[config.mk]
export PLATFORM = sky130hd
export DESIGN_NAME = fma_top
export DESIGN_NICKNAME = d
export VERILOG_FILES = /design/src/design/fma_pkg.sv /design/src/design/fma_mant_datapath.sv /design/src/design/fma_norm_round.sv /design/src/design/fma_operand_prep.sv /design/src/design/fma_special_case.sv /design/src/design/fma_top.sv
export VERILOG_INCLUDE_DIRS = /design/src /design/src/design
export SDC_FILE = /design/constraint.sdc
export NUM_CORES = 1
export LEC_CHECK = 0
export BUFFER_PORTS_ARGS = -buffer_cell sky130_fd_sc_hd__buf_4
export CORE_MARGIN = 2
export CORE_UTILIZATION = 61
export DETAILED_ROUTE_END_ITERATION = 7
export HOLD_SLACK_MARGIN = 0.08
export PLACE_DENSITY = 0.79
export SETUP_SLACK_MARGIN = 0.4
export SYNTH_ARGS = -nofsm -noshare
export SYNTH_HDL_FRONTEND = slang
export SYNTH_SLANG_ARGS = --single-unit
[constraint.sdc]
create_clock -name clk_i -period 10.7 [get_ports clk_i]
set_clock_uncertainty 0.1 [all_clocks]
set_input_delay 0.535 -clock clk_i [delete_from_list [all_inputs] [get_ports clk_i]]
set_output_delay 0.535 -clock clk_i [all_outputs]
set_load 0.02 [all_outputs]
[src/design/fma_settings.svh]
/* FMA settings
   binary16 format, internal datapath widths, field slices and bit positions */
`ifndef FMA_SETTINGS_SVH
`define FMA_SETTINGS_SVH

// binary16 format
`define FMA_EXP_BITS   5
`define FMA_MAN_BITS   10
`define FMA_WIDTH      16
`define FMA_BIAS       15
`define FMA_PREC_BITS  11

// Field slices of an encoded operand
`define FMA_SIGN       15
`define FMA_EXP        14:10
`define FMA_MAN        9:0

// Canonical quiet NaN and infinity magnitude
`define FMA_QNAN       16'h7E00
`define FMA_INF_ABS    15'h7C00

// Internal datapath, sum is 3p+4 wide
`define FMA_SUM_BITS   37
`define FMA_EXP_WIDTH  7
`define FMA_SHAMT_BITS 6
`define FMA_LZC_BITS   5

// Operand class bits
`define FMA_CLASS_BITS 6
`define FMA_CLS_ZERO   0
`define FMA_CLS_SUB    1
`define FMA_CLS_NORMAL 2
`define FMA_CLS_INF    3
`define FMA_CLS_NAN    4
`define FMA_CLS_SNAN   5

// Status flags
`define FMA_FLAG_BITS  4
`define FMA_FLAG_NV    3
`define FMA_FLAG_OF    2
`define FMA_FLAG_UF    1
`define FMA_FLAG_NX    0

`endif

[src/design/fma_pkg.sv]
/* FMA package
   Vector types for the binary16 datapath, operation and rounding mode enums */
`default_nettype none

`include "fma_settings.svh"

package fma_pkg;

  // --------------------
  // Datapath vectors
  // --------------------
  typedef logic [`FMA_WIDTH-1:0]             fp16_t;
  // Biased exponent, signed so that it can go below zero
  typedef logic signed [`FMA_EXP_WIDTH-1:0]  exp_t;
  typedef logic [`FMA_SHAMT_BITS-1:0]        shamt_t;
  typedef logic [`FMA_SUM_BITS-1:0]          sum_t;
  // Mantissa including the hidden bit
  typedef logic [`FMA_PREC_BITS-1:0]         mant_t;
  typedef logic [`FMA_FLAG_BITS-1:0]         flags_t;
  typedef logic [`FMA_CLASS_BITS-1:0]        op_class_t;

  // --------------------
  // Control encodings
  // --------------------
  // Modifier bit selects FMSUB, FNMADD and SUB
  typedef enum logic [1:0] {
    FMADD  = 2'd0,
    FNMSUB = 2'd1,
    ADD    = 2'd2,
    MUL    = 2'd3
  } fma_op_e;

  // RISC-V rounding mode codes
  typedef enum logic [2:0] {
    RNE = 3'd0,
    RTZ = 3'd1,
    RDN = 3'd2,
    RUP = 3'd3
  } round_mode_e;

endpackage

`default_nettype wire

[src/design/fma_mant_datapath.sv]
/* FMA mantissa datapath
   Exponent logic, multiplier, addend alignment and adder of the first stage */
`default_nettype none

`include "fma_settings.svh"

module fma_mant_datapath (
  input  logic                 clk_i,
  input  logic                 arst_n_i,
  input  logic                 valid_i,
  input  fma_pkg::round_mode_e rnd_mode_i,
  input  fma_pkg::fp16_t       op_a_i,
  input  fma_pkg::fp16_t       op_b_i,
  input  fma_pkg::fp16_t       op_c_i,
  input  fma_pkg::op_class_t   class_a_i,
  input  fma_pkg::op_class_t   class_b_i,
  input  fma_pkg::op_class_t   class_c_i,
  output logic                 valid_o,
  output fma_pkg::round_mode_e rnd_mode_o,
  output fma_pkg::sum_t        sum_o,
  output logic                 eff_sub_o,
  output logic                 sign_o,
  output fma_pkg::exp_t        exp_product_o,
  output fma_pkg::exp_t        exp_diff_o,
  output fma_pkg::exp_t        tent_exp_o,
  output fma_pkg::shamt_t      addend_shamt_o,
  output logic                 sticky_o
);

  import fma_pkg::*;

  // --------------------
  // Exponents
  // --------------------
  exp_t   exponent_a;
  exp_t   exponent_b;
  exp_t   exponent_c;
  exp_t   exp_addend;
  exp_t   exp_product;
  exp_t   exp_diff;
  exp_t   tent_exp;
  shamt_t addend_shamt;

  assign exponent_a = exp_t'(op_a_i[`FMA_EXP]);
  assign exponent_b = exp_t'(op_b_i[`FMA_EXP]);
  assign exponent_c = exp_t'(op_c_i[`FMA_EXP]);
  // Subnormals and zero sit at biased exponent 1
  assign exp_addend = exponent_c + exp_t'(!class_c_i[`FMA_CLS_NORMAL]);
  // Zero product pinned to the minimum exponent
  assign exp_product = (class_a_i[`FMA_CLS_ZERO] || class_b_i[`FMA_CLS_ZERO])
                     ? exp_t'(2 - `FMA_BIAS)
                     : exponent_a + exp_t'(class_a_i[`FMA_CLS_SUB])
                       + exponent_b + exp_t'(class_b_i[`FMA_CLS_SUB]) - exp_t'(`FMA_BIAS);
  assign exp_diff = exp_addend - exp_product;
  assign tent_exp = (exp_diff > 0) ? exp_addend : exp_product;

  // Right shift of the addend, saturated on both ends
  always_comb begin : addend_shift_amount
    if (exp_diff <= -2 * `FMA_PREC_BITS - 1) begin
      // Addend lands entirely in the sticky bit
      addend_shamt = shamt_t'(`FMA_SUM_BITS);
    end else if (exp_diff <= `FMA_PREC_BITS + 2) begin
      addend_shamt = shamt_t'(`FMA_PREC_BITS + 3 - exp_diff);
    end else begin
      // Product lands below the addend
      addend_shamt = '0;
    end
  end

  // --------------------
  // Multiply and align
  // --------------------
  mant_t                                      mant_a;
  mant_t                                      mant_b;
  mant_t                                      mant_c;
  logic [2*`FMA_PREC_BITS-1:0]                product;
  sum_t                                       product_shifted;
  logic [`FMA_SUM_BITS+`FMA_PREC_BITS-1:0]    addend_full;
  sum_t                                       addend_aligned;
  logic                                       sticky_before_add;
  logic                                       eff_sub;
  logic                                       tent_sign;

  // Hidden bits from the normal class
  assign mant_a = {class_a_i[`FMA_CLS_NORMAL], op_a_i[`FMA_MAN]};
  assign mant_b = {class_b_i[`FMA_CLS_NORMAL], op_b_i[`FMA_MAN]};
  assign mant_c = {class_c_i[`FMA_CLS_NORMAL], op_c_i[`FMA_MAN]};

  assign product = mant_a * mant_b;
  // p+2 zeros, 2p product, then round and sticky positions
  assign product_shifted = `FMA_SUM_BITS'({product, 2'b00});

  // Up to p bits fall off the bottom into the sticky field
  assign addend_full       = {mant_c, `FMA_SUM_BITS'(0)} >> addend_shamt;
  assign addend_aligned    = addend_full[`FMA_SUM_BITS+`FMA_PREC_BITS-1:`FMA_PREC_BITS];
  assign sticky_before_add = |addend_full[`FMA_PREC_BITS-1:0];

  assign tent_sign = op_a_i[`FMA_SIGN] ^ op_b_i[`FMA_SIGN];
  assign eff_sub   = tent_sign ^ op_c_i[`FMA_SIGN];

  // --------------------
  // Adder
  // --------------------
  sum_t                   addend_op;
  logic                   carry_in;
  logic [`FMA_SUM_BITS:0] sum_raw;
  logic [`FMA_SUM_BITS:0] sum_neg;
  logic                   sum_carry;
  sum_t                   sum;
  logic                   final_sign;

  // Two's complement subtraction, carry dropped when sticky bits were lost
  assign addend_op = eff_sub ? ~addend_aligned : addend_aligned;
  assign carry_in  = eff_sub & ~sticky_before_add;
  assign sum_raw   = product_shifted + addend_op + carry_in;
  assign sum_neg   = -sum_raw;
  assign sum_carry = sum_raw[`FMA_SUM_BITS];
  // Missing carry on a subtraction means the addend was larger
  assign sum = (eff_sub && !sum_carry) ? sum_neg[`FMA_SUM_BITS-1:0]
                                       : sum_raw[`FMA_SUM_BITS-1:0];
  assign final_sign = eff_sub ? (sum_carry == tent_sign) : tent_sign;

  // --------------------
  // Stage 1 registers
  // --------------------
  always_ff @(posedge clk_i or negedge arst_n_i) begin
    if (!arst_n_i) begin
      valid_o <= 1'b0;
    end else begin
      valid_o <= valid_i;
    end
  end

  always_ff @(posedge clk_i) begin
    if (valid_i) begin
      rnd_mode_o     <= rnd_mode_i;
      sum_o          <= sum;
      eff_sub_o      <= eff_sub;
      sign_o         <= final_sign;
      exp_product_o  <= exp_product;
      exp_diff_o     <= exp_diff;
      tent_exp_o     <= tent_exp;
      addend_shamt_o <= addend_shamt;
      sticky_o       <= sticky_before_add;
    end
  end

  // The undo shift in the second stage must stay inside the sum
  shamt_range_a: assert property (@(posedge clk_i) disable iff (!arst_n_i)
    valid_o |-> addend_shamt_o <= shamt_t'(`FMA_SUM_BITS));

endmodule

`default_nettype wire

[src/design/fma_norm_round.sv]
/* FMA normalization and rounding
   Second stage: normalize, round once, merge with the special path */
`default_nettype none

`include "fma_settings.svh"

module fma_norm_round (
  input  logic                 clk_i,
  input  logic                 arst_n_i,
  input  logic                 valid_i,
  input  fma_pkg::round_mode_e rnd_mode_i,
  input  fma_pkg::sum_t        sum_i,
  input  logic                 eff_sub_i,
  input  logic                 sign_i,
  input  fma_pkg::exp_t        exp_product_i,
  input  fma_pkg::exp_t        exp_diff_i,
  input  fma_pkg::exp_t        tent_exp_i,
  input  fma_pkg::shamt_t      addend_shamt_i,
  input  logic                 sticky_i,
  input  logic                 is_special_i,
  input  fma_pkg::fp16_t       special_result_i,
  input  fma_pkg::flags_t      special_flags_i,
  output fma_pkg::fp16_t       result_o,
  output fma_pkg::flags_t      flags_o,
  output logic                 out_valid_o
);

  import fma_pkg::*;

  localparam int unsigned LOW_W = 2 * `FMA_PREC_BITS + 3;
  localparam int unsigned ABS_W = `FMA_EXP_BITS + `FMA_MAN_BITS;

  // --------------------
  // Normalization
  // --------------------
  logic [LOW_W-1:0]         sum_lower;
  logic [`FMA_LZC_BITS-1:0] lzc;
  logic                     lzc_zeroes;
  exp_t                     lzc_sgn;
  shamt_t                   norm_shamt;
  exp_t                     norm_exp;
  logic [`FMA_SUM_BITS:0]   sum_shifted;
  logic [`FMA_PREC_BITS:0]  final_mant;
  logic [LOW_W-1:0]         sum_sticky;
  exp_t                     final_exp;
  logic                     sticky_after;

  assign sum_lower = sum_i[LOW_W-1:0];

  // Leading zeros from the top of the lower sum
  always_comb begin : lead_zero_count
    lzc        = '0;
    lzc_zeroes = 1'b1;
    for (int i = LOW_W - 1; i >= 0; i--) begin
      if (lzc_zeroes && sum_lower[i]) begin
        lzc        = `FMA_LZC_BITS'(LOW_W - 1 - i);
        lzc_zeroes = 1'b0;
      end
    end
  end

  assign lzc_sgn = exp_t'(lzc);

  always_comb begin : norm_shift_amount
    // Product anchored, or close enough that cancellation is possible
    if ((exp_diff_i <= 0) || (eff_sub_i && (exp_diff_i <= 2))) begin
      if ((exp_product_i - lzc_sgn + 1 >= 0) && !lzc_zeroes) begin
        norm_shamt = shamt_t'(`FMA_PREC_BITS + 2 + lzc);
        norm_exp   = exp_product_i - lzc_sgn + 1;
      end else begin
        // Subnormal result, shift capped at the minimum exponent
        norm_shamt = shamt_t'(`FMA_PREC_BITS + 2 + exp_product_i);
        norm_exp   = '0;
      end
    end else begin
      // Addend anchored, undo the alignment shift
      norm_shamt = addend_shamt_i;
      norm_exp   = tent_exp_i;
    end
  end

  assign sum_shifted = {1'b0, sum_i} << norm_shamt;

  // Leading one may still sit one position off
  always_comb begin : small_norm
    {final_mant, sum_sticky} = sum_shifted[`FMA_SUM_BITS-1:0];
    final_exp                = norm_exp;
    if (sum_shifted[`FMA_SUM_BITS]) begin
      {final_mant, sum_sticky} = sum_shifted[`FMA_SUM_BITS:1];
      final_exp                = norm_exp + 1;
    end else if (!sum_shifted[`FMA_SUM_BITS-1] && (norm_exp > 1)) begin
      {final_mant, sum_sticky} = {sum_shifted[`FMA_SUM_BITS-2:0], 1'b0};
      final_exp                = norm_exp - 1;
    end else if (!sum_shifted[`FMA_SUM_BITS-1]) begin
      final_exp = '0;
    end
  end

  assign sticky_after = (|sum_sticky) | sticky_i;

  // --------------------
  // Rounding
  // --------------------
  logic                     of_before;
  logic [`FMA_EXP_BITS-1:0] pre_exp;
  logic [`FMA_MAN_BITS-1:0] pre_man;
  logic [ABS_W-1:0]         pre_abs;
  logic [1:0]               round_sticky;
  logic                     round_up;
  logic [ABS_W-1:0]         rounded_abs;
  logic                     exact_zero;
  logic                     rounded_sign;
  logic                     of_after;
  logic                     uf_after;
  logic                     inexact;

  // Overflow saturates to the largest normal, rounding then decides on inf
  assign of_before    = final_exp >= (2 ** `FMA_EXP_BITS) - 1;
  assign pre_exp      = of_before ? `FMA_EXP_BITS'((2 ** `FMA_EXP_BITS) - 2)
                                  : final_exp[`FMA_EXP_BITS-1:0];
  // Bit 0 of the final mantissa is the round bit
  assign pre_man      = of_before ? '1 : final_mant[`FMA_MAN_BITS:1];
  assign pre_abs      = {pre_exp, pre_man};
  assign round_sticky = of_before ? 2'b11 : {final_mant[0], sticky_after};

  always_comb begin : round_decision
    case (rnd_mode_i)
      RNE:     round_up = round_sticky[1] & (round_sticky[0] | pre_abs[0]);
      RTZ:     round_up = 1'b0;
      RDN:     round_up = (|round_sticky) & sign_i;
      RUP:     round_up = (|round_sticky) & ~sign_i;
      default: round_up = 1'b0;
    endcase
  end

  // Carry out of the mantissa bumps the exponent
  assign rounded_abs = pre_abs + ABS_W'(round_up);
  // Exact cancellation: +0, or -0 when rounding down
  assign exact_zero   = (rounded_abs == '0) && (round_sticky == 2'b00);
  assign rounded_sign = (exact_zero && eff_sub_i) ? (rnd_mode_i == RDN) : sign_i;

  assign of_after = (rounded_abs[ABS_W-1:`FMA_MAN_BITS] == '1);
  assign uf_after = (rounded_abs[ABS_W-1:`FMA_MAN_BITS] == '0);
  assign inexact  = (|round_sticky) | of_before | of_after;

  // --------------------
  // Result select
  // --------------------
  fp16_t  regular_result;
  flags_t regular_flags;

  assign regular_result = {rounded_sign, rounded_abs};

  always_comb begin : regular_status
    regular_flags                = '0;
    regular_flags[`FMA_FLAG_OF] = of_before | of_after;
    // Tininess after rounding, only for inexact results
    regular_flags[`FMA_FLAG_UF] = uf_after & inexact;
    regular_flags[`FMA_FLAG_NX] = inexact;
  end

  always_ff @(posedge clk_i or negedge arst_n_i) begin
    if (!arst_n_i) begin
      out_valid_o <= 1'b0;
    end else begin
      out_valid_o <= valid_i;
    end
  end

  always_ff @(posedge clk_i) begin
    if (valid_i) begin
      result_o <= is_special_i ? special_result_i : regular_result;
      flags_o  <= is_special_i ? special_flags_i : regular_flags;
    end
  end

  out_valid_known_a: assert property (@(posedge clk_i) disable iff (!arst_n_i)
    !$isunknown(out_valid_o));

endmodule

`default_nettype wire

[src/design/fma_operand_prep.sv]
/* FMA operand preparation
   Classifies the three operands and adjusts them for the selected operation */
`default_nettype none

`include "fma_settings.svh"

module fma_operand_prep (
  input  fma_pkg::fp16_t       operand_a_i,
  input  fma_pkg::fp16_t       operand_b_i,
  input  fma_pkg::fp16_t       operand_c_i,
  input  fma_pkg::fma_op_e     op_i,
  input  logic                 op_mod_i,
  input  fma_pkg::round_mode_e rnd_mode_i,
  output fma_pkg::fp16_t       op_a_o,
  output fma_pkg::fp16_t       op_b_o,
  output fma_pkg::fp16_t       op_c_o,
  output fma_pkg::op_class_t   class_a_o,
  output fma_pkg::op_class_t   class_b_o,
  output fma_pkg::op_class_t   class_c_o
);

  import fma_pkg::*;

  // Class bits of one encoded value
  function automatic op_class_t classify(input fp16_t value);
    logic      exp_zero;
    logic      exp_ones;
    logic      man_zero;
    op_class_t cls;
    exp_zero = (value[`FMA_EXP] == '0);
    exp_ones = (value[`FMA_EXP] == '1);
    man_zero = (value[`FMA_MAN] == '0);
    cls = '0;
    cls[`FMA_CLS_ZERO]   = exp_zero & man_zero;
    cls[`FMA_CLS_SUB]    = exp_zero & ~man_zero;
    cls[`FMA_CLS_NORMAL] = ~exp_zero & ~exp_ones;
    cls[`FMA_CLS_INF]    = exp_ones & man_zero;
    cls[`FMA_CLS_NAN]    = exp_ones & ~man_zero;
    // Quiet bit is the mantissa MSB
    cls[`FMA_CLS_SNAN]   = exp_ones & ~man_zero & ~value[`FMA_MAN_BITS-1];
    return cls;
  endfunction

  always_comb begin : op_select
    op_a_o    = operand_a_i;
    op_b_o    = operand_b_i;
    op_c_o    = operand_c_i;
    class_a_o = classify(operand_a_i);
    class_b_o = classify(operand_b_i);
    class_c_o = classify(operand_c_i);
    // Modifier always negates the addend
    op_c_o[`FMA_SIGN] = operand_c_i[`FMA_SIGN] ^ op_mod_i;
    unique case (op_i)
      FMADD: ;
      // Negated product
      FNMSUB: op_a_o[`FMA_SIGN] = ~operand_a_i[`FMA_SIGN];
      // Multiplicand becomes +1.0
      ADD: begin
        op_a_o    = {1'b0, `FMA_EXP_BITS'(`FMA_BIAS), `FMA_MAN_BITS'(0)};
        class_a_o = op_class_t'(1 << `FMA_CLS_NORMAL);
      end
      // Addend becomes a zero that leaves the product sign intact
      MUL: begin
        op_c_o    = {(rnd_mode_i != RDN), `FMA_EXP_BITS'(0), `FMA_MAN_BITS'(0)};
        class_c_o = op_class_t'(1 << `FMA_CLS_ZERO);
      end
    endcase
  end

endmodule

`default_nettype wire

[src/design/fma_special_case.sv]
/* FMA special case detection
   NaN, invalid operation and infinity results that bypass the arithmetic */
`default_nettype none

`include "fma_settings.svh"

module fma_special_case (
  input  logic                clk_i,
  input  logic                arst_n_i,
  input  logic                valid_i,
  input  fma_pkg::fp16_t      op_a_i,
  input  fma_pkg::fp16_t      op_b_i,
  input  fma_pkg::fp16_t      op_c_i,
  input  fma_pkg::op_class_t  class_a_i,
  input  fma_pkg::op_class_t  class_b_i,
  input  fma_pkg::op_class_t  class_c_i,
  output logic                is_special_o,
  output fma_pkg::fp16_t      special_result_o,
  output fma_pkg::flags_t     special_flags_o
);

  import fma_pkg::*;

  logic   any_nan;
  logic   any_snan;
  logic   prod_inf;
  logic   inf_times_zero;
  logic   eff_sub;
  logic   prod_sign;
  logic   is_special;
  fp16_t  special_result;
  flags_t special_flags;

  // Reductions over the operand classes
  assign any_nan  = class_a_i[`FMA_CLS_NAN] | class_b_i[`FMA_CLS_NAN] | class_c_i[`FMA_CLS_NAN];
  assign any_snan = class_a_i[`FMA_CLS_SNAN] | class_b_i[`FMA_CLS_SNAN]
                  | class_c_i[`FMA_CLS_SNAN];
  assign prod_inf = class_a_i[`FMA_CLS_INF] | class_b_i[`FMA_CLS_INF];
  assign inf_times_zero = (class_a_i[`FMA_CLS_INF] & class_b_i[`FMA_CLS_ZERO])
                        | (class_a_i[`FMA_CLS_ZERO] & class_b_i[`FMA_CLS_INF]);
  assign prod_sign = op_a_i[`FMA_SIGN] ^ op_b_i[`FMA_SIGN];
  assign eff_sub   = prod_sign ^ op_c_i[`FMA_SIGN];

  // Priority chain, default result is the canonical qNaN
  always_comb begin : special_select
    is_special     = 1'b1;
    special_result = `FMA_QNAN;
    special_flags  = '0;
    if (inf_times_zero) begin
      // Invalid even when the addend is a quiet NaN
      special_flags[`FMA_FLAG_NV] = 1'b1;
    end else if (any_nan) begin
      special_flags[`FMA_FLAG_NV] = any_snan;
    end else if (prod_inf && class_c_i[`FMA_CLS_INF] && eff_sub) begin
      // inf - inf
      special_flags[`FMA_FLAG_NV] = 1'b1;
    end else if (prod_inf) begin
      special_result = {prod_sign, `FMA_INF_ABS};
    end else if (class_c_i[`FMA_CLS_INF]) begin
      special_result = {op_c_i[`FMA_SIGN], `FMA_INF_ABS};
    end else begin
      is_special = 1'b0;
    end
  end

  // Bypass select for the second stage
  always_ff @(posedge clk_i or negedge arst_n_i) begin
    if (!arst_n_i) begin
      is_special_o <= 1'b0;
    end else if (valid_i) begin
      is_special_o <= is_special;
    end
  end

  always_ff @(posedge clk_i) begin
    if (valid_i) begin
      special_result_o <= special_result;
      special_flags_o  <= special_flags;
    end
  end

endmodule

`default_nettype wire

[src/design/fma_top.sv]
/* FMA top level
   binary16 fused multiply-add with a fixed two-cycle pipeline */
`default_nettype none

`include "fma_settings.svh"

module fma_top (
  input  logic                 clk_i,
  input  logic                 arst_n_i,
  input  logic                 in_valid_i,
  input  fma_pkg::fp16_t       operand_a_i,
  input  fma_pkg::fp16_t       operand_b_i,
  input  fma_pkg::fp16_t       operand_c_i,
  input  fma_pkg::fma_op_e     op_i,
  input  logic                 op_mod_i,
  input  fma_pkg::round_mode_e rnd_mode_i,
  output logic                 out_valid_o,
  output fma_pkg::fp16_t       result_o,
  output fma_pkg::flags_t      flags_o
);

  import fma_pkg::*;

  // Prepared operands, shared by both first-stage paths
  fp16_t       op_a;
  fp16_t       op_b;
  fp16_t       op_c;
  op_class_t   class_a;
  op_class_t   class_b;
  op_class_t   class_c;
  // Stage 1 outputs
  logic        valid_s1;
  round_mode_e rnd_mode_s1;
  sum_t        sum_s1;
  logic        eff_sub_s1;
  logic        sign_s1;
  exp_t        exp_product_s1;
  exp_t        exp_diff_s1;
  exp_t        tent_exp_s1;
  shamt_t      addend_shamt_s1;
  logic        sticky_s1;
  logic        is_special_s1;
  fp16_t       special_result_s1;
  flags_t      special_flags_s1;

  fma_operand_prep u_operand_prep (
    .operand_a_i (operand_a_i),
    .operand_b_i (operand_b_i),
    .operand_c_i (operand_c_i),
    .op_i        (op_i),
    .op_mod_i    (op_mod_i),
    .rnd_mode_i  (rnd_mode_i),
    .op_a_o      (op_a),
    .op_b_o      (op_b),
    .op_c_o      (op_c),
    .class_a_o   (class_a),
    .class_b_o   (class_b),
    .class_c_o   (class_c)
  );

  fma_special_case u_special_case (
    .clk_i            (clk_i),
    .arst_n_i         (arst_n_i),
    .valid_i          (in_valid_i),
    .op_a_i           (op_a),
    .op_b_i           (op_b),
    .op_c_i           (op_c),
    .class_a_i        (class_a),
    .class_b_i        (class_b),
    .class_c_i        (class_c),
    .is_special_o     (is_special_s1),
    .special_result_o (special_result_s1),
    .special_flags_o  (special_flags_s1)
  );

  fma_mant_datapath u_mant_datapath (
    .clk_i          (clk_i),
    .arst_n_i       (arst_n_i),
    .valid_i        (in_valid_i),
    .rnd_mode_i     (rnd_mode_i),
    .op_a_i         (op_a),
    .op_b_i         (op_b),
    .op_c_i         (op_c),
    .class_a_i      (class_a),
    .class_b_i      (class_b),
    .class_c_i      (class_c),
    .valid_o        (valid_s1),
    .rnd_mode_o     (rnd_mode_s1),
    .sum_o          (sum_s1),
    .eff_sub_o      (eff_sub_s1),
    .sign_o         (sign_s1),
    .exp_product_o  (exp_product_s1),
    .exp_diff_o     (exp_diff_s1),
    .tent_exp_o     (tent_exp_s1),
    .addend_shamt_o (addend_shamt_s1),
    .sticky_o       (sticky_s1)
  );

  fma_norm_round u_norm_round (
    .clk_i            (clk_i),
    .arst_n_i         (arst_n_i),
    .valid_i          (valid_s1),
    .rnd_mode_i       (rnd_mode_s1),
    .sum_i            (sum_s1),
    .eff_sub_i        (eff_sub_s1),
    .sign_i           (sign_s1),
    .exp_product_i    (exp_product_s1),
    .exp_diff_i       (exp_diff_s1),
    .tent_exp_i       (tent_exp_s1),
    .addend_shamt_i   (addend_shamt_s1),
    .sticky_i         (sticky_s1),
    .is_special_i     (is_special_s1),
    .special_result_i (special_result_s1),
    .special_flags_i  (special_flags_s1),
    .result_o         (result_o),
    .flags_o          (flags_o),
    .out_valid_o      (out_valid_o)
  );

  // Operation select feeds both first-stage paths through the prep logic
  op_known_a: assert property (@(posedge clk_i) disable iff (!arst_n_i)
    in_valid_i |-> !$isunknown({op_i, op_mod_i, rnd_mode_i}));

endmodule

`default_nettype wire

After elaboration in Yosys (flattened, before gate mapping)

Cells that the tools add are included.
Widths: inputs -> output; s select.

$add $sub $neg: 17
Multipliers: 1
Order comparisons: 8
Equal/unequal tests: 11
Shifts and indexed selects: 2
Mux-type cells: 87
Bitwise logic cells: 55
Reduce and logical (&&, ||, !) cells: 53

Operator list:

| cell                  | count |
|---|---|
| $mux 5                | 24 |
| $mux 37               | 2 |
| $mux 16               | 4 |
| $mux 25               | 2 |
| $mux 7                | 7 |
| $shr 48x6->48         | 1 |
| $add 24x37->38        | 1 |
| $add 38x1->38         | 1 |
| $shl 37x6->38         | 1 |
| $neg 37->37           | 1 |
| $not 37->37           | 1 |
| $mux 6                | 6 |
| $mux 1                | 35 |
| $add 32x2->32 const B | 1 |
| $ge 32x1->1 const B   | 1 |
| $logic_and 1x1->1     | 32 |
| $logic_not 10->1      | 3 |
| $and 1x1->1           | 25 |
| $reduce_or 25->1      | 1 |
| $mul 11x11->22        | 1 |
| $mux 11               | 2 |
| $eq 5x5->1 const B    | 4 |
| $logic_not 5->1       | 4 |
| $add 15x1->15         | 1 |
| other kinds (40)      | 73 |

Flip-flop bits (word level): 110
Input bits: 57
Output and inout bits: 21
Word-level logic and storage cells: 252

Longest topological paths before layout

Gate-level depths: netlist of run 1.

Depth in word-level cells: 72
Depth in mapped cells: 56
Mapped depth without buffers: 55

Modules after synthesis

From an unflattened synthesis of run 1, not the netlist that was laid out.

Cells, all modules: 2321
Area total of the unflattened synthesis: 18644.1 µm²

Modules (own cells, without submodules):

| module            | instances | cells an instance | area each (µm²) | seq. area each (µm²) |
|---|---|---|---|---|
| fma_mant_datapath | 1         | 1382              | 11685.0         | 2127.0 |
| fma_norm_round    | 1         | 788               | 5890.6          | 625.6 |
| fma_operand_prep  | 1         | 111               | 681.9           | 0.0 |
| fma_special_case  | 1         | 40                | 386.6           | 115.1 |

Worst setup path before layout of run 1

No wires, ideal clock.

Path type: input-to-reg
Start: in op_i[0]
End: reg u_mant_datapath.sum_o[36] (data pin)
Library setup time: 0.263 ns
Arrival time: 9.586 ns
Required time: 10.337 ns
Slack: 0.751 ns
Stages on the path: 49
Buffers on the path: 1
Cell sequence: inv_1 -> ha_1 -> nor2_1 -> nand2_1 -> nor2b_1 -> ha_1 -> ha_1 -> ha_1 -> ha_1 -> a21o_1 -> a21oi_1 -> o21bai_1 -> a21oi_1 -> xnor2_1 -> nor2_1 -> ha_1 -> buf_1 -> nand2_1 -> (+13 left out) -> a21o_1 -> a21oi_1 -> nor2b_1 -> nor2_1 -> o31ai_1 -> nand2_1 -> o211ai_1 -> o211ai_1 -> o21ai_0 -> inv_1 -> nor3_1 -> a21oi_1 -> o211ai_1 -> a22oi_1 -> nor3_2 -> nand3b_1 -> o41ai_2 -> xnor2_1

Longest elaborated chain between the ends: 19
Elaborated cells between the ends (all ways): 37
Those cells by class: add/sub: 10; mul: 1; order compare: 2; eq/ne: 3; shift: 1; mux: 10; bitwise: 5; reduce/logical: 5

RTL lines:

| what                                                | RTL line                 | text |
|---|---|---|
| start: declaration                                  | fma_top.sv:14            | `input fma_pkg::fma_op_e op_i,` |
| $eq 2x2->1                                          | fma_operand_prep.sv:53   | `unique case (op_i)` |
| $mux 15 or $mux 6 (tied branches)                   | fma_operand_prep.sv:53   |  |
| $add 5x1->6                                         | fma_mant_datapath.sv:52  | `` : exponent_a + exp_t'(class_a_i[`FMA_CLS_SUB]) `` |
| $add 7x6->7                                         | fma_mant_datapath.sv:52  |  |
| $add 7x2->7                                         | fma_mant_datapath.sv:52  |  |
| $sub 7x5->7                                         | fma_mant_datapath.sv:52  |  |
| $mux 7                                              | fma_mant_datapath.sv:50  | `` assign exp_product = (class_a_i[`FMA_CLS_ZERO] \|\| class_b_i[`FMA_CLS_ZERO]) `` |
| $sub 7x7->7                                         | fma_mant_datapath.sv:54  | `assign exp_diff = exp_addend - exp_product;` |
| (+4 left out)                                       | n/a                      |  |
| $reduce_or 11->1 *                                  | fma_mant_datapath.sv:96  | `` assign sticky_before_add = \|addend_full[`FMA_PREC_BITS-1:0]; `` |
| via u_mant_datapath.sticky_before_add               | fma_mant_datapath.sv:80  | `logic sticky_before_add;` |
| $not 1->1 *                                         | fma_mant_datapath.sv:114 | `assign carry_in = eff_sub & ~sticky_before_add;` |
| $and 1x1->1 *                                       | fma_mant_datapath.sv:114 |  |
| $add 38x1->38 *                                     | fma_mant_datapath.sv:115 | `assign sum_raw = product_shifted + addend_op + carry_in;` |
| branches (longest 2 deep; another with $neg 37->37) | n/a                      |  |
| $mux 37 *                                           | fma_mant_datapath.sv:119 | `` assign sum = (eff_sub && !sum_carry) ? sum_neg[`FMA_SUM_BITS-1:0] `` |
| via u_mant_datapath.sum[36]                         | fma_mant_datapath.sv:109 | `sum_t sum;` |
| end signal: assignment                              | fma_mant_datapath.sv:137 | `sum_o <= sum;` |
| end: declaration                                    | fma_mant_datapath.sv:20  | `output fma_pkg::sum_t sum_o,` |

Mark *: on every way through the listed nets, which the timed path passes.
A chain may end at the register's enable or synchronous reset.

Worst setup path in the final report of run 1

Start: in operand_a_i[5]
End: reg u_mant_datapath.sum_o[36] (data pin)

Longest elaborated chain between the ends: 21
Elaborated cells between the ends (all ways): 31
Those cells by class: add/sub: 9; mul: 1; order compare: 2; shift: 1; mux: 7; bitwise: 6; reduce/logical: 5

RTL lines:

| what                                                | RTL line                                           | text |
|---|---|---|
| start: declaration                                  | fma_top.sv:11                                      | `input fma_pkg::fp16_t operand_a_i,` |
| $logic_not 10->1                                    | fma_operand_prep.sv:32                             | `` man_zero = (value[`FMA_MAN] == '0); `` |
| $not 1->1                                           | fma_operand_prep.sv:35                             | `` cls[`FMA_CLS_SUB] = exp_zero & ~man_zero; `` |
| $and 1x1->1                                         | fma_operand_prep.sv:35                             |  |
| $mux 6                                              | fma_operand_prep.sv:53                             |  |
| $add 5x1->6                                         | fma_mant_datapath.sv:52                            |  |
| $add 7x6->7                                         | fma_mant_datapath.sv:52                            |  |
| $add 7x2->7                                         | fma_mant_datapath.sv:52                            |  |
| $sub 7x5->7                                         | fma_mant_datapath.sv:52                            |  |
| (+5 left out)                                       | n/a                                                |  |
| $shr 48x6->48                                       | fma_mant_datapath.sv:94                            | `` assign addend_full = {mant_c, `FMA_SUM_BITS'(0)} >> addend_shamt; `` |
| $not 37->37 or $reduce_or 11->1 (tied branches)     | fma_mant_datapath.sv:113, fma_mant_datapath.sv:96  |  |
| $mux 37 or $not 1->1 (tied branches)                | fma_mant_datapath.sv:113, fma_mant_datapath.sv:114 |  |
| $add 24x37->38 or $and 1x1->1 (tied branches)       | fma_mant_datapath.sv:115, fma_mant_datapath.sv:114 |  |
| $add 38x1->38 *                                     | fma_mant_datapath.sv:115                           |  |
| branches (longest 2 deep; another with $neg 37->37) | n/a                                                |  |
| $mux 37 *                                           | fma_mant_datapath.sv:119                           |  |
| via u_mant_datapath.sum[36]                         | fma_mant_datapath.sv:109                           |  |

Marks and branches as above.

==> results of run 1 <==
-- per-layer routing --
metal,up-vias,part of all wire (%)
met1,8981,38
met3,240,8.7
met2,1159,47
li1,8518,-
met5,-,0
met4,0,6.5
-- synth_stat cells (8+ instances only) --
library cell	instances
nand2_1	229
nor2_1	163
inv_1	155
ha_1	126
a21oi_1	122
xnor2_1	119
edfxtp_1	93
o21ai_0	93
fa_1	83
clkbuf_1	74
nor3_1	74
and2_1	61
nand3_1	55
mux2i_1	47
nand4_1	42
a31oi_1	34
xor2_1	33
nor2b_1	32
o31ai_1	29
a211oi_1	28
nand2b_1	28
o211ai_1	27
buf_2	25
a21o_1	24
mux2_2	24
and3_1	23
nor4_1	23
o21a_1	22
o22ai_1	19
a22oi_1	17
or3_1	16
o21bai_1	15
a31o_2	14
o31a_1	14
or4_1	14
or2_2	13
a221oi_1	12
a211o_1	11
a311oi_1	9
nor3b_1	9
buf_1	8
o211a_1	8
o221ai_1	8
-- worst max-delay path by stage --
stage	startpoint	end
global route	op_i[0]	u_mant_datapath.sum_o[36]$_DFFE_PP_
floorplan	op_i[0]	u_mant_datapath.sum_o[36]$_DFFE_PP_
finish	operand_a_i[5]	u_mant_datapath.sum_o[36]$_DFFE_PP_
CTS	operand_a_i[5]	u_mant_datapath.sum_o[36]$_DFFE_PP_
global placement	operand_a_i[5]	u_mant_datapath.sum_o[30]$_DFFE_PP_
detailed placement	operand_a_i[5]	u_mant_datapath.sum_o[36]$_DFFE_PP_
-- critical path: cells and delay by family --
kind            cells  cell delay [ns]
compound gates     16             3.39
simple gates       15             3.10
fa+ha+maj           6             1.74
xor+xnor            4             0.55
buf+inv             3             0.52
-- registers in the layout (all words and copies together), names as in the netlist, 2 cells and up --
register,count
u_mant_datapath.sum_o,37
u_norm_round.result_o,16
u_mant_datapath.exp_diff_o,7
u_mant_datapath.exp_product_o,7
u_mant_datapath.tent_exp_o,7
u_mant_datapath.addend_shamt_o,6
u_norm_round.flags_o,4
u_mant_datapath.rnd_mode_o,3
u_special_case.special_result_o,2
-- cell type report --
cell class,instances,area (um2)
clock inverter,7,70.1
clock buffer,9,225
timing repair buffer,227,1740
fill,2377,8980
inverter,162,608
sequential,96,2870
multi-input combinational,1880,14400
tap,390,488
-- cell families (layout without fill, tap and decap cells) --
group | Yosys count | count (layout) | synth area share (%)
flops | 96 | 96 | 15.9
compound gates | 610 | 610 | 24.1
mux | 75 | 75 | 4.45
buf+inv | 278 | 405 | 6.26
simple gates | 833 | 833 | 23.9
fa+ha+maj | 209 | 209 | 17.9
xor+xnor | 153 | 153 | 7.46
-- through the flow --
step                      util [%]  setup WS [ns]
after detailed placement      66.6        -0.0608
after global placement        66.6          0.247
after global routing          69.4          0.277
final                         69.4          0.793
after CTS                     67.7          0.390
after floorplan                  -          0.751
-- repair_timing --
action / 4_1_cts / 5_1_grt
pin swaps: 0 / 14
endpoints found under the setup margin: 5 / 40
hold endpoints to repair: 3 / 0
buffers inserted: 0 / 22
hold buffers: 1 / 0
gates cloned: 0 / 0
gates resized for setup: 5 / 69
==> flow_summary.json, run 1 <==
{
  "cap_violations": 0,
  "met3_usage_pct": 4.87,
  "fin_crit_sh_pct": 92.6,
  "hpwl_um": 49300,
  "cts-root-buf": "clkbuf_16",
  "fin_setup_tns_ns": 0,
  "dp_cells": 2732,
  "synth_area_mm2": 0.0181,
  "viasPerCell": 6.82,
  "end_kind": "register",
  "layout-drive-gt1-share_pct": 17.3,
  "gp_congestion": 1.05,
  "synth.largest_area_cell": "edfxtp_1",
  "port_buffers": 77,
  "critPathKind": "primary input to register",
  "antenna_cells": 0,
  "reg2reg_from": "u_mant_datapath.sum_o[14]$_DFFE_PP_",
  "grt_pass1_wl_um": 97100,
  "worstRegToRegCells": 34,
  "antenna_found_initial": 0,
  "vias": 18900,
  "grt_overflow": 0,
  "fin_hold_ws_ns": 0.277,
  "cts_num_sinks": 96,
  "r2r-end": "u_norm_round.result_o[15]$_DFFE_PP_",
  "wire_per_inst_um": 22.4,
  "drc": 0,
  "fp.dieH_um": 176,
  "placement_rows": 63,
  "whs_endpoint": "u_mant_datapath.rnd_mode_o[1]$_DFFE_PP_",
  "path_clk_slew_ns": 0.07,
  "first_iter_violations": 1997,
  "cp.arrival_ns": 9.90,
  "cp_slowest_stage_delay_ns": 0.54,
  "clockBufferDepth": 2,
  "crit_required_ns": 10.69,
  "cts_buffers": 9,
  "drv_slew": 0,
  "start_util_pct": 61.4,
  "worstMarginPinSlew_ns": 1.11,
  "grt_max_degree": 70,
  "stdcell_count": 2771,
  "cts_tree": "done",
  "netlist.area_leader.share_pct": 15.5,
  "die_w_um": 176,
  "use_met1_pct": 49.6,
  "synth_fp_nets": 2520,
  "die_area_mm2": 0.0310,
  "ys_types": 117,
  "drtPass1Iterations": 6,
  "cp_slowest_cell": "or4_1",
  "clk_latency_ns": 0.36,
  "yosys-top-cells-area": "edfxtp_1, fa_1, ha_1",
  "final_area_mm2": 0.0204,
  "synth_edf_count": 93,
  "grt_pass1_vias": 17900,
  "startpoint_type": "primary input",
  "nets": 2642,
  "setup_viol": 0,
  "grt_use_met2_pct": 65.1,
  "syn_inst": 2254,
  "hold_viol": 0,
  "outcome": "completed",
  "synth_warnings": 0,
  "wirelength_um": 62200,
  "htree_levels": 3,
  "track_usage_pct": 39.5,
  "top_usage_layer": "met2",
  "mostFrequentLayoutCell": "nand2_1",
  "dpl-instance-area_mm2": 0.0196,
  "r2r_slack_ns": 0.80,
  "fin_crit_ns": 9.91,
  "syn2layout_area_growth_pct": 13.0,
  "holdPathStages": 1,
  "slew_headroom_pct": 25.1,
  "synth-main-ff-cell": "edfxtp_1",
  "io_pins": 78,
  "crit_fanout": 7,
  "synth.yosys.seq_area_share_pct": 15.9,
  "worstHoldStart": "rnd_mode_i[1]",
  "rsz0062_at_grt": "no",
  "synth.avg_cell_area_um2": 8.01,
  "final_cell_mix": "nand2_1, buf_4, inv_1, nor2_1, ha_1",
  "fmax_ghz": 0.101,
  "synth-seq-cells": 96,
  "ant_nets": 0,
  "async_flop_share_pct": 3.13,
  "holdCritPathClass": "primary input to register",
  "coreArea_mm2": 0.0294
}
Power of run 1 is not shown: default switching activity piles up to over one toggle a cycle in this logic, so the estimate is an artifact.
==> run 2: changes to the inputs <==
--- a/config.mk
+++ b/config.mk
@@ -11,7 +11,7 @@
 export CORE_UTILIZATION = 61
 export DETAILED_ROUTE_END_ITERATION = 7
 export HOLD_SLACK_MARGIN = 0.08
-export PLACE_DENSITY = 0.79
+export PLACE_DENSITY = 0.81
 export SETUP_SLACK_MARGIN = 0.4
 export SYNTH_ARGS = -nofsm -noshare
 export SYNTH_HDL_FRONTEND = slang
==> flow_summary.json, run 2 (synthesized netlist as in run 1, its figures left out) <==
{
  "path_common_cell": "ha_1",
  "vias": 18700,
  "die_w_um": 176,
  "routed-wl-met3_um": 4520,
  "start_util_pct": 61.4,
  "setup_viol": 0,
  "hpwl_um": 48500,
  "path_clk_slew_ns": 0.07,
  "cts_buffers": 9,
  "gp_congestion": 1.03,
  "outcome": "completed",
  "fin_crit_ns": 9.95,
  "ant_nets": 0,
  "r2r_slack_ns": 0.84,
  "cp_slowest_stage_delay_ns": 0.49,
  "drtPass1Iterations": 6,
  "grt_pass1_wl_um": 96200,
  "port_buffers": 77,
  "dp_slack_ns": -0.0953,
  "rsz0062_at_grt": "no",
  "antenna_cells": 0,
  "slew_headroom_pct": 29.3,
  "end_kind": "register",
  "placement_rows": 63,
  "wl_met2_um": 29000,
  "dpl-instance-area_mm2": 0.0197,
  "grt_overflow": 0,
  "drv_slew": 0,
  "top_register": "u_mant_datapath.sum_o",
  "holdCritPathClass": "primary input to register",
  "grt_pass1_vias": 17700,
  "hold_viol": 0,
  "clk_latency_ns": 0.35,
  "fin_setup_tns_ns": 0,
  "fmax_ghz": 0.100,
  "fp.dieH_um": 176,
  "timing.final.ws_setup_ns": 0.746,
  "fin_hold_ws_ns": 0.267,
  "layout-drive-gt1-share_pct": 18.2,
  "crit_required_ns": 10.68,
  "final_cell_mix": "buf_4, nand2_1, inv_1, nor2_1, ha_1",
  "htree_levels": 3,
  "die_area_mm2": 0.0310,
  "drc": 0,
  "grt_max_degree": 61,
  "track_usage_pct": 39.0,
  "largest_reg_flops": 37,
  "final_area_mm2": 0.0206,
  "top_regs": "u_mant_datapath.sum_o x37, u_norm_round.result_o x16",
  "coreArea_mm2": 0.0294,
  "antenna_found_initial": 0,
  "cp_slowest_cell": "fa_1",
  "crit_fanout": 8,
  "critPathKind": "primary input to register",
  "cts_num_sinks": 96,
  "cp.arrival_ns": 9.94,
  "met1_length_um": 24100,
  "wire_per_inst_um": 21.9,
  "routed.top_layer": "met4",
  "mostFrequentLayoutCell": "buf_4",
  "worstMarginPinSlew_ns": 1.05,
  "cts-root-buf": "clkbuf_16",
  "clockBufferDepth": 2,
  "cts_tree": "done",
  "cap_violations": 0,
  "startpoint_type": "primary input",
  "viasPerCell": 6.72,
  "fin_crit_sh_pct": 93.0,
  "syn2layout_area_growth_pct": 14.0,
  "first_iter_violations": 2062,
  "wirelength_um": 61000,
  "io_pins": 78,
  "nets": 2653
}
-- run 2: cell types whose count changed in the layout (fill, tap and decap cells not counted), sizes merged --
cell / previous run / this run
clkbuf: 9 / 12
buf: 226 / 237
bufinv: 1 / 0
clkinv: 9 / 7
-- run 2: layout make-up --
cell class / count / area [um2]
multi-input combinational: 1880 / 14500
timing repair buffer: 238 / 1820
sequential: 96 / 2870
clock inverter: 4 / 27.5
tap: 390 / 488
fill: 2436 / 8810
clock buffer: 12 / 246
inverter: 162 / 611
-- run 2: worst paths after layout --
check,start,end,cells past startpoint
setup / recovery,operand_a_i[9],u_mant_datapath.sum_o[34]$_DFFE_PP_,50
hold reg to reg,u_special_case.special_flags_o[3]$_SDFFCE_PP1P_,u_norm_round.flags_o[3]$_SDFFCE_PN0P_,1
max in group asynchronous,arst_n_i,u_special_case.is_special_o$_DFFE_PN0P_,2
min in group asynchronous,arst_n_i,u_mant_datapath.valid_o$_DFF_PN0_,2
setup reg to reg,u_mant_datapath.sum_o[15]$_DFFE_PP_,u_norm_round.flags_o[1]$_SDFFCE_PP0P_,36
hold / removal,rnd_mode_i[1],u_mant_datapath.rnd_mode_o[1]$_DFFE_PP_,1
-- run 2: repair_timing --
action / in CTS / in global routing
endpoints found under the hold margin: 3 / 0
gates resized for setup: 7 / 87
endpoints found under the setup margin: 6 / 40
pin swaps: 0 / 22
setup buffers: 0 / 26
hold buffers: 1 / 0
-- run 2: per-stage QoR --
step / utilization [%] / instances
after global routing: 70.0 / 2782
after global placement: 66.8 / 2739
after detailed placement: 66.8 / 2739
final: 70.0 / 2782
after CTS: 67.9 / 2756
after floorplan: - / 2254
-- run 2: critical path, delay by kind of cell --
kind / cells / cell delay [ns]
fa+ha+maj: 7 / 2.02
xor+xnor: 1 / 0.12
mux: 1 / 0.10
compound gates: 19 / 3.72
buf+inv: 6 / 0.81
simple gates: 16 / 2.61
-- run 2: layer usage --
layer / track usage (%) / vias up
met5: 0 / -
met4: 19.1 / 0
met3: 5.10 / 232
met2: 65.5 / 981
met1: 49.6 / 8922
li1: - / 8548
Power of run 2 is left out for the same reason.
==> run 3: changes to the inputs <==
--- a/config.mk
+++ b/config.mk
@@ -8,10 +8,10 @@
 export LEC_CHECK = 0
 export BUFFER_PORTS_ARGS = -buffer_cell sky130_fd_sc_hd__buf_4
 export CORE_MARGIN = 2
-export CORE_UTILIZATION = 61
+export CORE_UTILIZATION = 59
 export DETAILED_ROUTE_END_ITERATION = 7
 export HOLD_SLACK_MARGIN = 0.08
-export PLACE_DENSITY = 0.81
+export PLACE_DENSITY = 0.82
 export SETUP_SLACK_MARGIN = 0.4
 export SYNTH_ARGS = -nofsm -noshare
 export SYNTH_HDL_FRONTEND = slang
==> constraint.sdc (replaced) <==
create_clock -name clk_i -period 8 [get_ports clk_i]
set_clock_uncertainty 0.1 [all_clocks]
set_input_delay 0.4 -clock clk_i [delete_from_list [all_inputs] [get_ports clk_i]]
set_output_delay 0.4 -clock clk_i [all_outputs]
set_load 0.02 [all_outputs]
==> flow_summary.json, run 3 <==
{
  "outcome": "stopped before the end",
  "stop_stage": "global routing (5_1_grt)",
  "error": "[ERROR GRT-0116] Global routing finished with congestion. Check the congestion regions in the DRC Viewer.",
  "synth.largest_area_cell": "edfxtp_1",
  "cts-root-buf": "clkbuf_16",
  "fp.dieH_um": 179,
  "synth.avg_cell_area_um2": 8.01,
  "grt_overflow": 889,
  "yosys.area_share.xor_xnor_pct": 7.46,
  "synth_common_cells": "nand2_1, nor2_1, inv_1",
  "yosys-top-cells-area": "edfxtp_1, fa_1, ha_1",
  "synthMuxAreaShare_pct": 4.45,
  "synth_edf_count": 93,
  "placement_rows": 64,
  "grt_pass1_wl_um": 220000,
  "synth-main-ff-cell": "edfxtp_1",
  "synth-seq-cells": 96,
  "track_usage_pct": 88.4,
  "synth_warnings": 0,
  "grt_pass1_vias": 33500,
  "synth.yosys.seq_area_share_pct": 15.9,
  "synthAdderAreaFrac_pct": 17.9,
  "htree_levels": 3,
  "dp_cells": 3378,
  "synth_area_mm2": 0.0181,
  "netlist.area_leader.share_pct": 15.5,
  "hpwl_um": 61600,
  "dp_slack_ns": -1.77,
  "gp_congestion": 1.11,
  "port_buffers": 77,
  "dpl-instance-area_mm2": 0.0252,
  "ys_types": 117,
  "io_pins": 78,
  "cts_num_sinks": 96,
  "syn_inst": 2254,
  "synth_top_family_by_area": "compound AO/OA/AOI/OAI gates",
  "grt_max_degree": 51,
  "synth_fp_nets": 2520,
  "start_util_pct": 59.5,
  "synth_most_common_cell": "nand2_1",
  "cts_buffers": 9,
  "async_flop_share_pct": 3.13,
  "synth-compound-area-share_pct": 24.1,
  "synth-simple-area-share_pct": 23.9,
  "die_w_um": 179,
  "clockBufferDepth": 2
}
run 3: cell counts after synthesis:
Identical to the previous run, type by type.
run 3: metal layers:
| layer | GRT usage, % | overflow |
|---|---|---|
| met4 | 95.2 | 258 |
| met1 | 84.4 | 5 |
| met3 | 73.2 | 14 |
| met2 | 106 | 610 |
| met5 | 37.3 | 2 |
run 3: repair_timing:
action | CTS
cloned | 1
endpoints found under the hold margin | 3
hold buffers | 1
pin swaps | 209
setup buffers | 167
setup endpoints to repair | 56
resized for setup | 385
run 3: stage by stage:
| stage | util [%] | TNS [ns] | hold WS, ns |
|---|---|---|---|
| after floorplan | - | -16.02 | 0.00441 |
| after detailed placement | 83.1 | -66.01 | 0.0907 |
| after global placement | 83.1 | -50.21 | 0.0896 |
| after CTS | 94.5 | -23.58 | 0.112 |
run 3: cell families after synthesis:
logic type / after synthesis
xor gates and xnor gates: 153
muxes: 75
AOI/OAI and AO/OA: 610
adders and majority gates: 209
DFF: 96
buffers and inverters: 278
and+or+nand+nor: 833
==> run 4: changes to the inputs <==
--- a/config.mk
+++ b/config.mk
@@ -8,11 +8,9 @@
 export LEC_CHECK = 0
 export BUFFER_PORTS_ARGS = -buffer_cell sky130_fd_sc_hd__buf_4
 export CORE_MARGIN = 2
-export CORE_UTILIZATION = 59
+export CORE_UTILIZATION = 40
 export DETAILED_ROUTE_END_ITERATION = 7
-export HOLD_SLACK_MARGIN = 0.08
-export PLACE_DENSITY = 0.82
-export SETUP_SLACK_MARGIN = 0.4
+export PLACE_DENSITY_LB_ADDON = 0.15
 export SYNTH_ARGS = -nofsm -noshare
 export SYNTH_HDL_FRONTEND = slang
 export SYNTH_SLANG_ARGS = --single-unit
==> constraint.sdc (replaced) <==
create_clock -name clk_i -period 10.4 [get_ports clk_i]
set_clock_uncertainty 0.1 [all_clocks]
set_input_delay 0.52 -clock clk_i [delete_from_list [all_inputs] [get_ports clk_i]]
set_output_delay 0.52 -clock clk_i [all_outputs]
set_load 0.02 [all_outputs]
==> flow_summary.json, run 4 (synthesized netlist as in run 1, its figures left out) <==
{
  "top_register": "u_mant_datapath.sum_o",
  "first_iter_violations": 1530,
  "coreArea_mm2": 0.0444,
  "cp.arrival_ns": 9.89,
  "gp_congestion": 0.969,
  "drc": 0,
  "final_cell_mix": "buf_4, nand2_1, nor2_1, inv_1, ha_1",
  "fin_hold_ws_ns": 0.244,
  "drv_slew": 0,
  "grt_overflow": 0,
  "cp_slowest_cell": "edfxtp_1",
  "cts_tree": "done",
  "antenna_found_initial": 0,
  "end_kind": "register",
  "timing.final.ws_setup_ns": 0.532,
  "startpoint_type": "register",
  "fillers": 4369,
  "cts_buffers": 9,
  "top_regs": "u_mant_datapath.sum_o x37, u_norm_round.result_o x16",
  "fin_crit_sh_pct": 94.9,
  "crit_family": "simple AND/OR/NAND/NOR gates",
  "die_w_um": 217,
  "grt_pass1_wl_um": 100000,
  "clockBufferDepth": 2,
  "crit_buf_inv": 3,
  "nets": 2737,
  "fin_setup_tns_ns": 0,
  "viasPerCell": 5.94,
  "drtPass1Iterations": 5,
  "hold_viol": 0,
  "track_usage_pct": 26.9,
  "clk_latency_ns": 0.36,
  "setup_viol": 0,
  "start_util_pct": 40.7,
  "path_common_cell": "ha_1",
  "grt_max_degree": 52,
  "cp_slowest_stage_delay_ns": 0.60,
  "holdCritPathClass": "primary input to register",
  "slew_headroom_pct": 23.4,
  "fmax_ghz": 0.101,
  "fin_crit_ns": 9.87,
  "syn2layout_area_growth_pct": 17.8,
  "cts_num_sinks": 96,
  "largest_reg_flops": 37,
  "crit_fanout": 15,
  "outcome": "completed",
  "grt_pass1_vias": 17800,
  "crit_required_ns": 10.42,
  "cts-root-buf": "clkbuf_16",
  "ant_nets": 0,
  "htree_levels": 3,
  "layout-drive-gt1-share_pct": 19.9,
  "vias": 18200,
  "mostFrequentLayoutCell": "buf_4",
  "dp_slack_ns": -0.187,
  "wirelength_um": 63800,
  "port_buffers": 77,
  "critPathKind": "register to register",
  "die_area_mm2": 0.0469,
  "hpwl_um": 52100,
  "antenna_cells": 0,
  "cap_violations": 0,
  "placement_rows": 77,
  "wire_per_inst_um": 20.8,
  "io_pins": 78,
  "fp.dieH_um": 217,
  "path_clk_slew_ns": 0.07,
  "worstMarginPinSlew_ns": 1.14
}
## run 4: stage by stage
step / cells / utilization, % / area (um2)
floorplan: 2254 / - / 18100
global placement: 3039 / 46.5 / 20700
detailed placement: 3039 / 46.5 / 20700
CTS: 3056 / 47.3 / 21000
global route: 3068 / 47.9 / 21300
finish: 3068 / 47.9 / 21300
## run 4: routing by layer
metal,GRT usage (%),wire (um)
met3,1.78,2470
met1,34.4,27500
met5,0,0
met4,10.3,2380
met2,47.6,31500
## run 4: worst paths after layout
path	slack [ns]	depth (start not counted)	end	start
hold reg to reg	0.44	1	u_norm_round.flags_o[3]$_SDFFCE_PN0P_	u_special_case.special_flags_o[3]$_SDFFCE_PP1P_
min in group asynchronous	0.39	2	u_norm_round.out_valid_o$_DFF_PN0_	arst_n_i
hold / removal	0.24	1	u_mant_datapath.rnd_mode_o[0]$_DFFE_PP_	rnd_mode_i[0]
max in group asynchronous	9.72	2	u_mant_datapath.valid_o$_DFF_PN0_	arst_n_i
setup reg to reg	0.53	35	u_norm_round.result_o[15]$_DFFE_PP_	u_mant_datapath.sum_o[13]$_DFFE_PP_
setup / recovery	0.53	35	u_norm_round.result_o[15]$_DFFE_PP_	u_mant_datapath.sum_o[13]$_DFFE_PP_
## run 4: worst reg2reg max path, delay by kind of cell (launching register included)
family,cells,cell delay (ns)
multiplexers,2,0.41
AO/OA/AOI/OAI,10,2.14
adder cells (fa/ha/maj),4,1.06
XOR/XNOR,1,0.28
AND/OR/NAND/NOR,15,4.52
buffers and inverters,3,0.53
flip-flops,1,0.60
## run 4: layout make-up
cell class              count  area (um2)  area share (%)
repair buffers            321        2440            11.5
clock inverters             4        76.3           0.359
inverters                 162         611            2.87
multi-input cells        1881       14300            67.2
clock buffers              12         256            1.21
well taps                 592         741            3.48
flip-flops and latches     96        2870            13.5
## run 4: what timing repair did
item                                    in CTS  in global routing
hold buffers                                 1                  0
endpoints found under the setup margin       0                 38
endpoints found under the hold margin        3                  0
buffers inserted                             0                 11
resized for setup                            0                 50
Power of run 4 is left out for the same reason.
